==> src/rtl/rv_params.svh <==
`ifndef RV_PARAMS_SVH
`define RV_PARAMS_SVH

// data and address width
`define RV_XLEN 32

// architectural register count
`define RV_NREGS 32

// bits needed to index a register
`define RV_REG_AW 5

// first fetch address
`define RV_RESET_PC 32'h8000_0000

`endif

==> src/rtl/rv_pkg.sv <==
`default_nettype none

`include "rv_params.svh"

package rv_pkg;

  typedef logic [`RV_XLEN-1:0]   word_t;
  typedef logic [`RV_REG_AW-1:0] reg_idx_t;
  typedef logic [`RV_XLEN/8-1:0] strb_t;
  typedef logic [2:0]            funct3_t; // [2] unsigned load, [1:0] size

  typedef enum logic [6:0] {
    opc_op_imm = 7'b001_0011,
    opc_auipc  = 7'b001_0111,
    opc_lui    = 7'b011_0111,
    opc_jal    = 7'b110_1111,
    opc_jalr   = 7'b110_0111,
    opc_load   = 7'b000_0011,
    opc_store  = 7'b010_0011
  } opcode_e;

  typedef enum logic [2:0] {
    cls_alu, cls_upper_pc, cls_upper_zero, cls_jump_pc,
    cls_jump_reg, cls_load, cls_store, cls_illegal
  } op_class_e;

  // same 32 bits, four field layouts
  typedef union packed {
    struct packed {
      logic [11:0] imm;
      reg_idx_t    rs1;
      funct3_t     funct3;
      reg_idx_t    rd;
      opcode_e     opcode;
    } i_fmt;
    struct packed {
      logic [6:0] imm_hi;
      reg_idx_t   rs2;
      reg_idx_t   rs1;
      funct3_t    funct3;
      logic [4:0] imm_lo;
      opcode_e    opcode;
    } s_fmt;
    struct packed {
      logic [19:0] imm;
      reg_idx_t    rd;
      opcode_e     opcode;
    } u_fmt;
    struct packed {
      logic       imm20;
      logic [9:0] imm10_1;
      logic       imm11;
      logic [7:0] imm19_12;
      reg_idx_t   rd;
      opcode_e    opcode;
    } j_fmt;
  } inst_u;

endpackage

`default_nettype wire

==> src/rtl/core_ifs.sv <==
`timescale 1ns/10ps
`default_nettype none

// decoded fields of the current instruction
interface decode_if;
  import rv_pkg::*;

  op_class_e op_class;
  word_t     imm;
  reg_idx_t  rs1;
  reg_idx_t  rs2;
  reg_idx_t  rd;
  funct3_t   funct3;
  logic      reg_wen;

  modport producer (output op_class, imm, rs1, rs2, rd, funct3, reg_wen);
  modport consumer (input op_class, imm, rs1, rs2, rd, funct3, reg_wen);
endinterface

// execute <-> load/store unit
interface mem_if;
  import rv_pkg::*;

  word_t addr;       // byte address from the adder
  word_t store_data; // unaligned rs2 value
  word_t load_data;  // extended load result
  logic  done;       // transfer completes this cycle

  modport requester (
    output addr, store_data,
    input  load_data, done
  );
  modport responder (
    input  addr, store_data,
    output load_data, done
  );
endinterface

`default_nettype wire

==> src/rtl/inst_decode.sv <==
`timescale 1ns/10ps
`default_nettype none

module inst_decode (
  input wire rv_pkg::word_t inst,
  decode_if.producer        dec
);
  import rv_pkg::*;

  inst_u iw;
  word_t imm_i;
  word_t imm_s;
  word_t imm_u;
  word_t imm_j;

  assign iw = inst;

  // register indices sit in the same place for every format
  assign dec.rs1    = iw.i_fmt.rs1;
  assign dec.rs2    = iw.s_fmt.rs2;
  assign dec.rd     = iw.j_fmt.rd;
  assign dec.funct3 = iw.i_fmt.funct3;

  assign imm_i = {{20{iw.i_fmt.imm[11]}}, iw.i_fmt.imm};
  assign imm_s = {{20{iw.s_fmt.imm_hi[6]}}, iw.s_fmt.imm_hi, iw.s_fmt.imm_lo};
  assign imm_u = {iw.u_fmt.imm, 12'h000}; // already in the upper bits
  assign imm_j = {{11{iw.j_fmt.imm20}}, iw.j_fmt.imm20, iw.j_fmt.imm19_12,
                  iw.j_fmt.imm11, iw.j_fmt.imm10_1, 1'b0};

  always_comb begin
    case (iw.u_fmt.opcode)
      opc_op_imm: dec.op_class = cls_alu; // every funct3 handled as addi
      opc_auipc:  dec.op_class = cls_upper_pc;
      opc_lui:    dec.op_class = cls_upper_zero;
      opc_jal:    dec.op_class = cls_jump_pc;
      opc_jalr:   dec.op_class = cls_jump_reg;
      opc_load:   dec.op_class = cls_load;
      opc_store:  dec.op_class = cls_store;
      default:    dec.op_class = cls_illegal;
    endcase
  end

  always_comb begin
    case (dec.op_class)
      cls_alu, cls_jump_reg, cls_load: dec.imm = imm_i;
      cls_store:                       dec.imm = imm_s;
      cls_upper_pc, cls_upper_zero:    dec.imm = imm_u;
      cls_jump_pc:                     dec.imm = imm_j;
      default:                         dec.imm = '0;
    endcase
  end

  // everything but store and unknown opcodes writes rd
  always_comb begin
    case (dec.op_class)
      cls_store, cls_illegal: dec.reg_wen = 1'b0;
      default:                dec.reg_wen = 1'b1;
    endcase
  end

endmodule

`default_nettype wire

==> src/rtl/reg_file.sv <==
`timescale 1ns/10ps
`default_nettype none

`include "rv_params.svh"

module reg_file (
  input  wire                clk,
  input  wire                arst_n,
  decode_if.consumer         dec,
  input  wire                retire,
  input  wire rv_pkg::word_t wdata,
  output rv_pkg::word_t      rs1data,
  output rv_pkg::word_t      rs2data
);
  import rv_pkg::*;

  word_t regs [`RV_NREGS];
  logic  wr_en;

  // x0 never takes a write
  assign wr_en = retire && dec.reg_wen && (dec.rd != '0);

  always_ff @(posedge clk or negedge arst_n) begin
    if (!arst_n) begin
      for (int i = 0; i < `RV_NREGS; i++) begin
        regs[i] <= '0;
      end
    end else if (wr_en) begin
      regs[dec.rd] <= wdata;
    end
  end

  assign rs1data = regs[dec.rs1];
  assign rs2data = regs[dec.rs2];

  // reading x0 through either port gives zero
  x0_reads_zero: assert property (
    @(posedge clk) disable iff (!arst_n)
    ((dec.rs1 == '0) |-> (rs1data == '0)) and ((dec.rs2 == '0) |-> (rs2data == '0))
  );

endmodule

`default_nettype wire

==> src/rtl/pc_unit.sv <==
`timescale 1ns/10ps
`default_nettype none

`include "rv_params.svh"

module pc_unit (
  input  wire                clk,
  input  wire                arst_n,
  decode_if.consumer         dec,
  input  wire                retire,
  input  wire rv_pkg::word_t target,
  output rv_pkg::word_t      pc,
  output rv_pkg::word_t      pc_plus4
);
  import rv_pkg::*;

  word_t pc_next;

  assign pc_plus4 = pc + 32'd4;

  always_comb begin
    pc_next = pc_plus4;
    if (dec.op_class == cls_jump_pc || dec.op_class == cls_jump_reg) begin
      pc_next = target;
    end
  end

  always_ff @(posedge clk or negedge arst_n) begin
    if (!arst_n) begin
      pc <= `RV_RESET_PC;
    end else if (retire) begin // hold while a transfer is pending
      pc <= pc_next;
    end
  end

  // misaligned jump target is a software fault
  pc_aligned: assert property (@(posedge clk) disable iff (!arst_n) retire |=> (pc[1:0] == 2'b00));

endmodule

`default_nettype wire

==> src/rtl/exec_unit.sv <==
`timescale 1ns/10ps
`default_nettype none

module exec_unit (
  decode_if.consumer         dec,
  input  wire rv_pkg::word_t pc,
  input  wire rv_pkg::word_t pc_plus4,
  input  wire rv_pkg::word_t rs1data,
  input  wire rv_pkg::word_t rs2data,
  mem_if.requester           mem,
  output rv_pkg::word_t      wdata,
  output rv_pkg::word_t      target,
  output logic               retire
);
  import rv_pkg::*;

  word_t op_a;
  word_t sum;

  always_comb begin
    case (dec.op_class)
      cls_upper_pc, cls_jump_pc: op_a = pc;
      cls_upper_zero:            op_a = '0; // lui
      default:                   op_a = rs1data;
    endcase
  end

  // one adder for results, jump targets and addresses
  assign sum = op_a + dec.imm;

  assign mem.addr       = sum;
  assign mem.store_data = rs2data;

  // jalr drops bit 0
  assign target = (dec.op_class == cls_jump_reg) ? {sum[31:1], 1'b0} : sum;

  always_comb begin
    case (dec.op_class)
      cls_jump_pc, cls_jump_reg: wdata = pc_plus4; // link
      cls_load:                  wdata = mem.load_data;
      default:                   wdata = sum;
    endcase
  end

  assign retire = (dec.op_class == cls_load || dec.op_class == cls_store) ? mem.done : 1'b1;

endmodule

`default_nettype wire

==> src/rtl/lsu.sv <==
`timescale 1ns/10ps
`default_nettype none

module lsu (
  input  wire                clk,
  input  wire                arst_n,
  decode_if.consumer         dec,
  mem_if.responder           mem,
  output rv_pkg::word_t      paddr,
  output logic               psel,
  output logic               penable,
  output logic               pwrite,
  output rv_pkg::word_t      pwdata,
  output rv_pkg::strb_t      pstrb,
  input  wire rv_pkg::word_t prdata,
  input  wire                pready
);
  import rv_pkg::*;

  localparam logic [1:0] st_idle   = 2'd0;
  localparam logic [1:0] st_setup  = 2'd1;
  localparam logic [1:0] st_access = 2'd2;

  logic [1:0] state_q;
  logic [1:0] state;
  logic       gap_q;   // bus idle cycle after a transfer
  logic       is_mem;
  logic       aligned;
  logic [1:0] offset;
  word_t      lane;

  assign is_mem = (dec.op_class == cls_load) || (dec.op_class == cls_store);
  assign offset = mem.addr[1:0];

  // setup is entered combinationally in the first cycle
  always_comb begin
    state = state_q;
    if (state_q == st_idle && is_mem && !gap_q) begin
      state = st_setup;
    end
  end

  always_ff @(posedge clk or negedge arst_n) begin
    if (!arst_n) begin
      state_q <= st_idle;
      gap_q   <= 1'b0;
    end else begin
      gap_q <= 1'b0;
      case (state)
        st_setup: state_q <= st_access;
        st_access: begin
          if (pready) begin
            state_q <= st_idle;
            gap_q   <= 1'b1;
          end
        end
        default: state_q <= st_idle;
      endcase
    end
  end

  assign psel     = (state == st_setup) || (state == st_access);
  assign penable  = (state == st_access);
  assign pwrite   = (dec.op_class == cls_store);
  assign paddr    = {mem.addr[31:2], 2'b00};
  assign pwdata   = mem.store_data << {offset, 3'b000};
  assign mem.done = penable && pready;

  always_comb begin
    if (!pwrite) begin
      pstrb = '0; // reads carry no strobe
    end else begin
      case (dec.funct3[1:0])
        2'b00:   pstrb = 4'b0001 << offset;
        2'b01:   pstrb = 4'b0011 << offset;
        default: pstrb = 4'b1111;
      endcase
    end
  end

  // bring the addressed byte or half down to bit 0
  assign lane = prdata >> {offset, 3'b000};

  always_comb begin
    case (dec.funct3[1:0])
      2'b00:   mem.load_data = dec.funct3[2] ? {24'h0, lane[7:0]} : {{24{lane[7]}}, lane[7:0]};
      2'b01:   mem.load_data = dec.funct3[2] ? {16'h0, lane[15:0]} : {{16{lane[15]}}, lane[15:0]};
      default: mem.load_data = prdata;
    endcase
  end

  always_comb begin
    case (dec.funct3[1:0])
      2'b00:   aligned = 1'b1;
      2'b01:   aligned = (offset[0] == 1'b0);
      default: aligned = (offset == 2'b00);
    endcase
  end

  access_aligned: assert property (@(posedge clk) disable iff (!arst_n) psel |-> aligned);

  // address held through wait states
  paddr_stable: assert property (
    @(posedge clk) disable iff (!arst_n) (penable && !pready) |=> $stable(paddr)
  );

endmodule

`default_nettype wire

==> src/rtl/rv_core_top.sv <==
`timescale 1ns/10ps
`default_nettype none

module rv_core_top (
  input  wire                clk,
  input  wire                arst_n,
  input  wire rv_pkg::word_t inst,
  output rv_pkg::word_t      pc,
  output rv_pkg::word_t      paddr,
  output logic               psel,
  output logic               penable,
  output logic               pwrite,
  output rv_pkg::word_t      pwdata,
  output rv_pkg::strb_t      pstrb,
  input  wire rv_pkg::word_t prdata,
  input  wire                pready
);
  import rv_pkg::*;

  word_t pc_plus4;
  word_t rs1data;
  word_t rs2data;
  word_t wdata;
  word_t target;
  logic  retire;

  decode_if dec_bus ();
  mem_if    mem_bus ();

  inst_decode inst_decode_inst (
    .inst (inst),
    .dec  (dec_bus.producer)
  );

  reg_file reg_file_inst (
    .clk     (clk),
    .arst_n  (arst_n),
    .dec     (dec_bus.consumer),
    .retire  (retire),
    .wdata   (wdata),
    .rs1data (rs1data),
    .rs2data (rs2data)
  );

  pc_unit pc_unit_inst (
    .clk      (clk),
    .arst_n   (arst_n),
    .dec      (dec_bus.consumer),
    .retire   (retire),
    .target   (target),
    .pc       (pc),
    .pc_plus4 (pc_plus4)
  );

  exec_unit exec_unit_inst (
    .dec      (dec_bus.consumer),
    .pc       (pc),
    .pc_plus4 (pc_plus4),
    .rs1data  (rs1data),
    .rs2data  (rs2data),
    .mem      (mem_bus.requester),
    .wdata    (wdata),
    .target   (target),
    .retire   (retire)
  );

  lsu lsu_inst (
    .clk     (clk),
    .arst_n  (arst_n),
    .dec     (dec_bus.consumer),
    .mem     (mem_bus.responder),
    .paddr   (paddr),
    .psel    (psel),
    .penable (penable),
    .pwrite  (pwrite),
    .pwdata  (pwdata),
    .pstrb   (pstrb),
    .prdata  (prdata),
    .pready  (pready)
  );

endmodule

`default_nettype wire

==> config.mk <==
export PLATFORM = sky130hd
export DESIGN_NAME = rv_core_top
export DESIGN_NICKNAME = d
export VERILOG_FILES = /design/src/rtl/rv_pkg.sv /design/src/rtl/core_ifs.sv /design/src/rtl/inst_decode.sv /design/src/rtl/reg_file.sv /design/src/rtl/pc_unit.sv /design/src/rtl/exec_unit.sv /design/src/rtl/lsu.sv /design/src/rtl/rv_core_top.sv
export VERILOG_INCLUDE_DIRS = /design/src /design/src/rtl
export SDC_FILE = /design/constraint.sdc
export NUM_CORES = 2
export LEC_CHECK = 0
export BUFFER_PORTS_ARGS = -buffer_cell sky130_fd_sc_hd__buf_2
export CAP_MARGIN = 20
export CORE_UTILIZATION = 32
export DETAILED_ROUTE_END_ITERATION = 12
export GPL_ROUTABILITY_DRIVEN = 0
export PLACE_DENSITY = 0.59
export SKIP_LAST_GASP = 1
export SLEW_MARGIN = 15
export SYNTH_ARGS = -nofsm -noshare
export SYNTH_HDL_FRONTEND = slang
export SYNTH_SLANG_ARGS = --single-unit
==> constraint.sdc <==
create_clock -name clk -period 21 [get_ports clk]
set_input_delay 6.3 -clock clk [delete_from_list [all_inputs] [get_ports clk]]
set_output_delay 6.3 -clock clk [all_outputs]
set_load 0.03 [all_outputs]
## Word level (Yosys, flattened, before mapping)

Index checks and enable logic that the tools add are counted.

| operators by class | value |
|---|---|
| order comparisons | 4 |
| shift-type cells | 4 |
| add/subtract/negate cells | 2 |
| eq/ne operators | 18 |
| bitwise operators | 3 |
| mux-type cells | 27 |
| reductions and logical operators | 19 |

Operators by type and width:

| cell | count |
|---|---|
| $bwmux W1024 | 1 |
| $bmux W32 S5 | 2 |
| $mux W32 | 8 |
| $pmux W32 S2 | 3 |
| $demux W32 S5 | 1 |
| $pmux W32 S4 | 1 |
| $add A32 B3 Y32 const B | 1 |
| $add A32 B32 Y32 | 1 |
| $shl A32 B5 Y32 | 1 |
| $shr A32 B5 Y16 | 1 |
| $pmux W3 S7 | 1 |
| $ge A6 B6 Y1 const B | 3 |
| $not A5 Y6 | 3 |
| $eq A7 B5 Y1 const B | 2 |
| $eq A7 B6 Y1 const B | 2 |
| $eq A7 B7 Y1 const B | 2 |
| $eq A3 B3 Y1 const B | 4 |
| $pmux W4 S2 | 1 |
| $reduce_or A2 Y1 | 4 |
| $eq A7 B2 Y1 const B | 1 |
| $eq A3 B2 Y1 const B | 2 |
| $logic_and A1 B1 Y1 | 6 |
| $lt A6 B1 Y1 const B | 1 |
| $mux W1 | 5 |
| other kinds (15) | 20 |

| storage, ports and cells | value |
|---|---|
| output and inout port bits | 103 |
| bits of input ports | 67 |
| register bits after elaboration | 1059 |

## Logic depth before layout (Yosys ltp)

| logic depth | value |
|---|---|
| depth after elaboration | 12 |
| mapped depth | 21 |
| mapped depth without buffers | 16 |

## By module

Synthesis repeated with hierarchy kept, for this count alone.

| second synthesis, totals | value |
|---|---|
| cell total of the unflattened synthesis | 5745 |
| area, all modules | 63744.9 um^2 |

By module, submodules not included:

| module | area each (um^2) | cells each | times used |
|---|---|---|---|
| reg_file | 55504.5 | 4614 | 1 |
| exec_unit | 3113.0 | 449 | 1 |
| pc_unit | 2673.8 | 319 | 1 |
| lsu | 1674.1 | 243 | 1 |
| inst_decode | 779.5 | 120 | 1 |

## Worst setup path before layout

No wires, ideal clock.

| path | value |
|---|---|
| kind | input port to output port |
| start | input port inst[15] |
| end | output port paddr[30] |
| stages on the path | 17 |
| path slack | 3.837 ns |
| path buffers | 5 |
| data required time | 14.700 ns |
| arrival | 10.863 ns |
| path through | buf_2 -> clkbuf_1 -> buf_1 -> mux4_2 -> mux4_2 -> mux2i_1 -> o21ai_0 -> ha_1 -> buf_2 -> a21oi_1 -> o221ai_1 -> o211ai_1 -> nand3_1 -> a32o_1 -> buf_2 -> a21bo_2 -> xor2_1 |

| between the ends | value |
|---|---|
| word-level cells in the longest chain between the ends | 6 |
| elaborated cells between the ends (all ways) | 7 |
| those cells by class | add/sub: 1; mux: 5; bitwise: 1 |

RTL lines:

| element | RTL line | text |
|---|---|---|
| start, declared | rv_core_top.sv:7 | `input wire rv_pkg::word_t inst,` |
| $not A5 Y6 (not written as such) | reg_file.sv:33 | `assign rs1data = regs[dec.rs1];` |
| $bmux W32 S5 | reg_file.sv:33 |  |
| $mux W32 (not written as such) (2 in a row) | reg_file.sv:33 |  |
| $pmux W32 S2 | exec_unit.sv:21 | `case (dec.op_class)` |
| $add A32 B32 Y32 (*) | exec_unit.sv:29 | `assign sum = op_a + dec.imm;` |
| end, declared | rv_core_top.sv:9 | `output rv_pkg::word_t paddr,` |

Every way passes the cells marked *; elsewhere a longest branch is shown, timed or not. The select of a mux whose other input is x is not followed.

## Final worst setup path

| path | value |
|---|---|
| start | input port inst[15] |
| end | output port paddr[18] |

The elaborated chain is that of the path after synthesis.

==> flow_summary.toml <==
[worst_setup_path]
start_kind = "input port"
path_cells = "buf_8, buf_4, mux4_2, mux4_2, mux2i_1, o21ai_0, ha_2, inv_1, fa_2, nand2b_1, a21oi_1, o311ai_0, a31oi_1, nand3_1, nand2_1, xnor2_1, buf_2"
cp_slowest_cell = "o311ai_0"
ff2ff_path_depth = 13
regToRegSetupSlack_ns = 15.15
criticalPathCategory = "input port to output port"
critPathRequiredTime_ns = 14.70
cpPeakStageDelay_ns = 0.81
reg2reg_to = "reg_file_inst.regs[322]"
cpMostUsedCell = "mux4_2"
cp.arrival_ns = 12.26
cp_max_fo = 59
path_buf_inv = 4
cpLargestDelayFamily = "buffers and inverters"
timing.rr.start = "reg_file_inst.regs[256]"
setup.worst_path.end_class = "output port"

[routing]
drcViolationCount = 0
drt_first_pass_iters = 6
first_iter_violations = 5085
wl_per_cell_um = 26.1
drt-vias-per-instance = 5.86
routed_wl_um = 197000
antenna_left = 0
via_count = 44200

[clock_tree]
post_cts_buffers = 0
htree_levels = 3
clock_path_buffers = 3
clk_latency_ns = 0.76
clk_pin_slew_worst_paths_ns = 0.06
clock-sinks = 1058
clock_tree.root_cell = "clkbuf_16"
cts_tree = "yes"
ctsResizeCount = 0
numCtsBuffers = 105
postCtsHoldBufs = 0

[cells_and_area]
fin_nets = 5191
final_core_util_pct = 36.0
drive_gt1_share_pct = 23.5
fillers = 17500
area_delta_synth_final_pct = 11.6

[sta]
fin_skew_ns = 0.0448
tns_ns = 0
fin_crit_ns = 18.56
final_max_slew_viol_count = 0
finalCritPeriodShare_pct = 88.4
setup-violations-final = 0
tightest_slew_ns = 1.21
hold_viol = 0
rsz0062_at_grt = "false"
max_freq_mhz = 53.9
maxSlewHeadroom_pct = 19.2

[logic_synthesis]
syn_area_um2 = 58300
synthTopCellsByArea = "dfrtp_1, mux4_2, a21oi_1, nor2_1, o21ai_0"
synth_area_per_cell_um2 = 11.1
syn_inst = 5266
ys_seq_area_share_pct = 45.4
yosysWarnings = 0
synth_edf_count = 0
synth_seq_cells = 1058
async_flop_share_pct = 100
yosys.area.top_type = "dfrtp_1"
synth_top_area_share_pct = 45.3
yosysUniqueCellTypes = 83
synth_flop_cell = "dfrtp_1"

[job]
drv_cap = 0

[run_status]
outcome = "finished, final reports clean"

[die]
io_pins = 170
fp.dieW_um = 429
die_area_um2 = 184000
core_um2 = 181000
dieHeight_um = 429
rows = 156
start_util_pct = 32.2

[power]
powerDensity_nw_per_um2 = 77.8
total_power_mw = 5.06
p_leak_nw = 27.7
vdd_drop_max_uv = 79.9

[worst_hold_path]
min_path_type = "register to register"
hold_path_depth = 0
holdCritStartpoint = "reg_file_inst.regs[1000]"
hold_end = "reg_file_inst.regs[1000]"

[placed_design]
port_buffers = 167
dp_hpwl_um = 119000

[grt]
grt_usage_pct = 21.2
grt_pass1_wl_um = 293000
grt_pass1_vias = 43700
antenna_found_initial = 9
grt_max_degree = 174
overflow = 0
-- sequential cells by signal, summed over array words and instances (netlist names) --
signal,cells
reg_file_inst.regs,1024
pc_unit_inst.pc,32
lsu_inst.gap_q,1
lsu_inst.state_q,1
-- cell usage in the layout, fill, tap and decap left out, drive strengths merged, types with 12 or more instances in the layout --
master and instances:
xor2 18, nand2 495, mux4 641, xnor2 33
a221o 12, nand2b 13, clkbuf 144, a21o 40
clkinv 23, and3 28, bufinv 14, a21oi 723
mux2 26, buf 278, inv 26, o221ai 13
nor3 24, dfrtp 1057, mux2i 54, ha 32
nand3 25, o21ai 464, nor2 775, and2 15
o21a 12
-- where the power goes --
part | internal, mW | switching [mW]
clock | 1.17 | 0.865
sequential | 2.15 | 0.116
combinational | 0.298 | 0.466
-- per-layer routing --
metal	up-vias	GRT usage, %	wire, um
li1	18900	-	-
met1	22500	27.4	75900
met2	2272	34.2	93100
met5	-	0	49
met3	463	3.61	17100
met4	6	10.9	10500
-- stage by stage --
step	worst slack, ns	std cells	instance area (um^2)	hold WS (ns)
2_1_floorplan	3.84	5267	58300	0.431
3_3_place_gp	2.54	7352	61400	0.376
3_5_place_dp	2.51	7352	61400	0.382
4_1_cts	2.52	7540	65000	0.397
5_1_grt	2.13	7544	65100	0.408
6_report	2.44	7546	65100	0.392
-- worst max path at each step --
| stage | start | to | slack (ns) | cells after the start |
|---|---|---|---|---|
| finish | inst[15] | paddr[18] | 2.44 | 17 |
| floorplan | inst[15] | paddr[30] | 3.84 | 17 |
| detailed placement | inst[15] | paddr[18] | 2.51 | 17 |
| CTS | inst[15] | paddr[18] | 2.52 | 17 |
| global route | inst[15] | paddr[18] | 2.13 | 17 |
| global placement | inst[15] | paddr[18] | 2.54 | 17 |
-- cells by family after synthesis --
| group | share of synthesized area (%) |
|---|---|
| simple gates | 10.1 |
| compound gates | 12.8 |
| flops | 45.4 |
| mux | 26.2 |
| buf+inv | 4.06 |
| xor+xnor | 0.778 |
| fa+ha+maj | 0.721 |
| other cells | 0.00643 |
-- synthesized netlist by cell type, types with 13 or more instances --
cell type and instances:
o21ai_0 438, o221ai_1 13, inv_1 22, buf_1 35
buf_2 127, mux4_2 641, and2_1 14, dfrtp_1 1057
mux2i_1 54, nor3_1 22, ha_1 32, xor2_1 18
nand2_1 495, xnor2_1 32, a21oi_1 722, a21o_1 40
nor2_1 768, nand3_1 25, nand2b_1 13, o21ai_1 26
mux2_2 26, and3_1 28, clkbuf_1 396
-- layout make-up --
cell class                 instances  area [um^2]  share of cell area, %
clock inverter                    44          717                   1.10
sequential                      1058        26500                   40.7
tap                             2370         2970                   4.55
timing repair buffer             278         1900                   2.93
clock buffer                     144         2960                   4.55
antenna                            4         10.0                 0.0154
inverter                          23         86.3                  0.133
multi-input combinational       3625        30000                   46.0
Power figures use the tool's default switching activity.
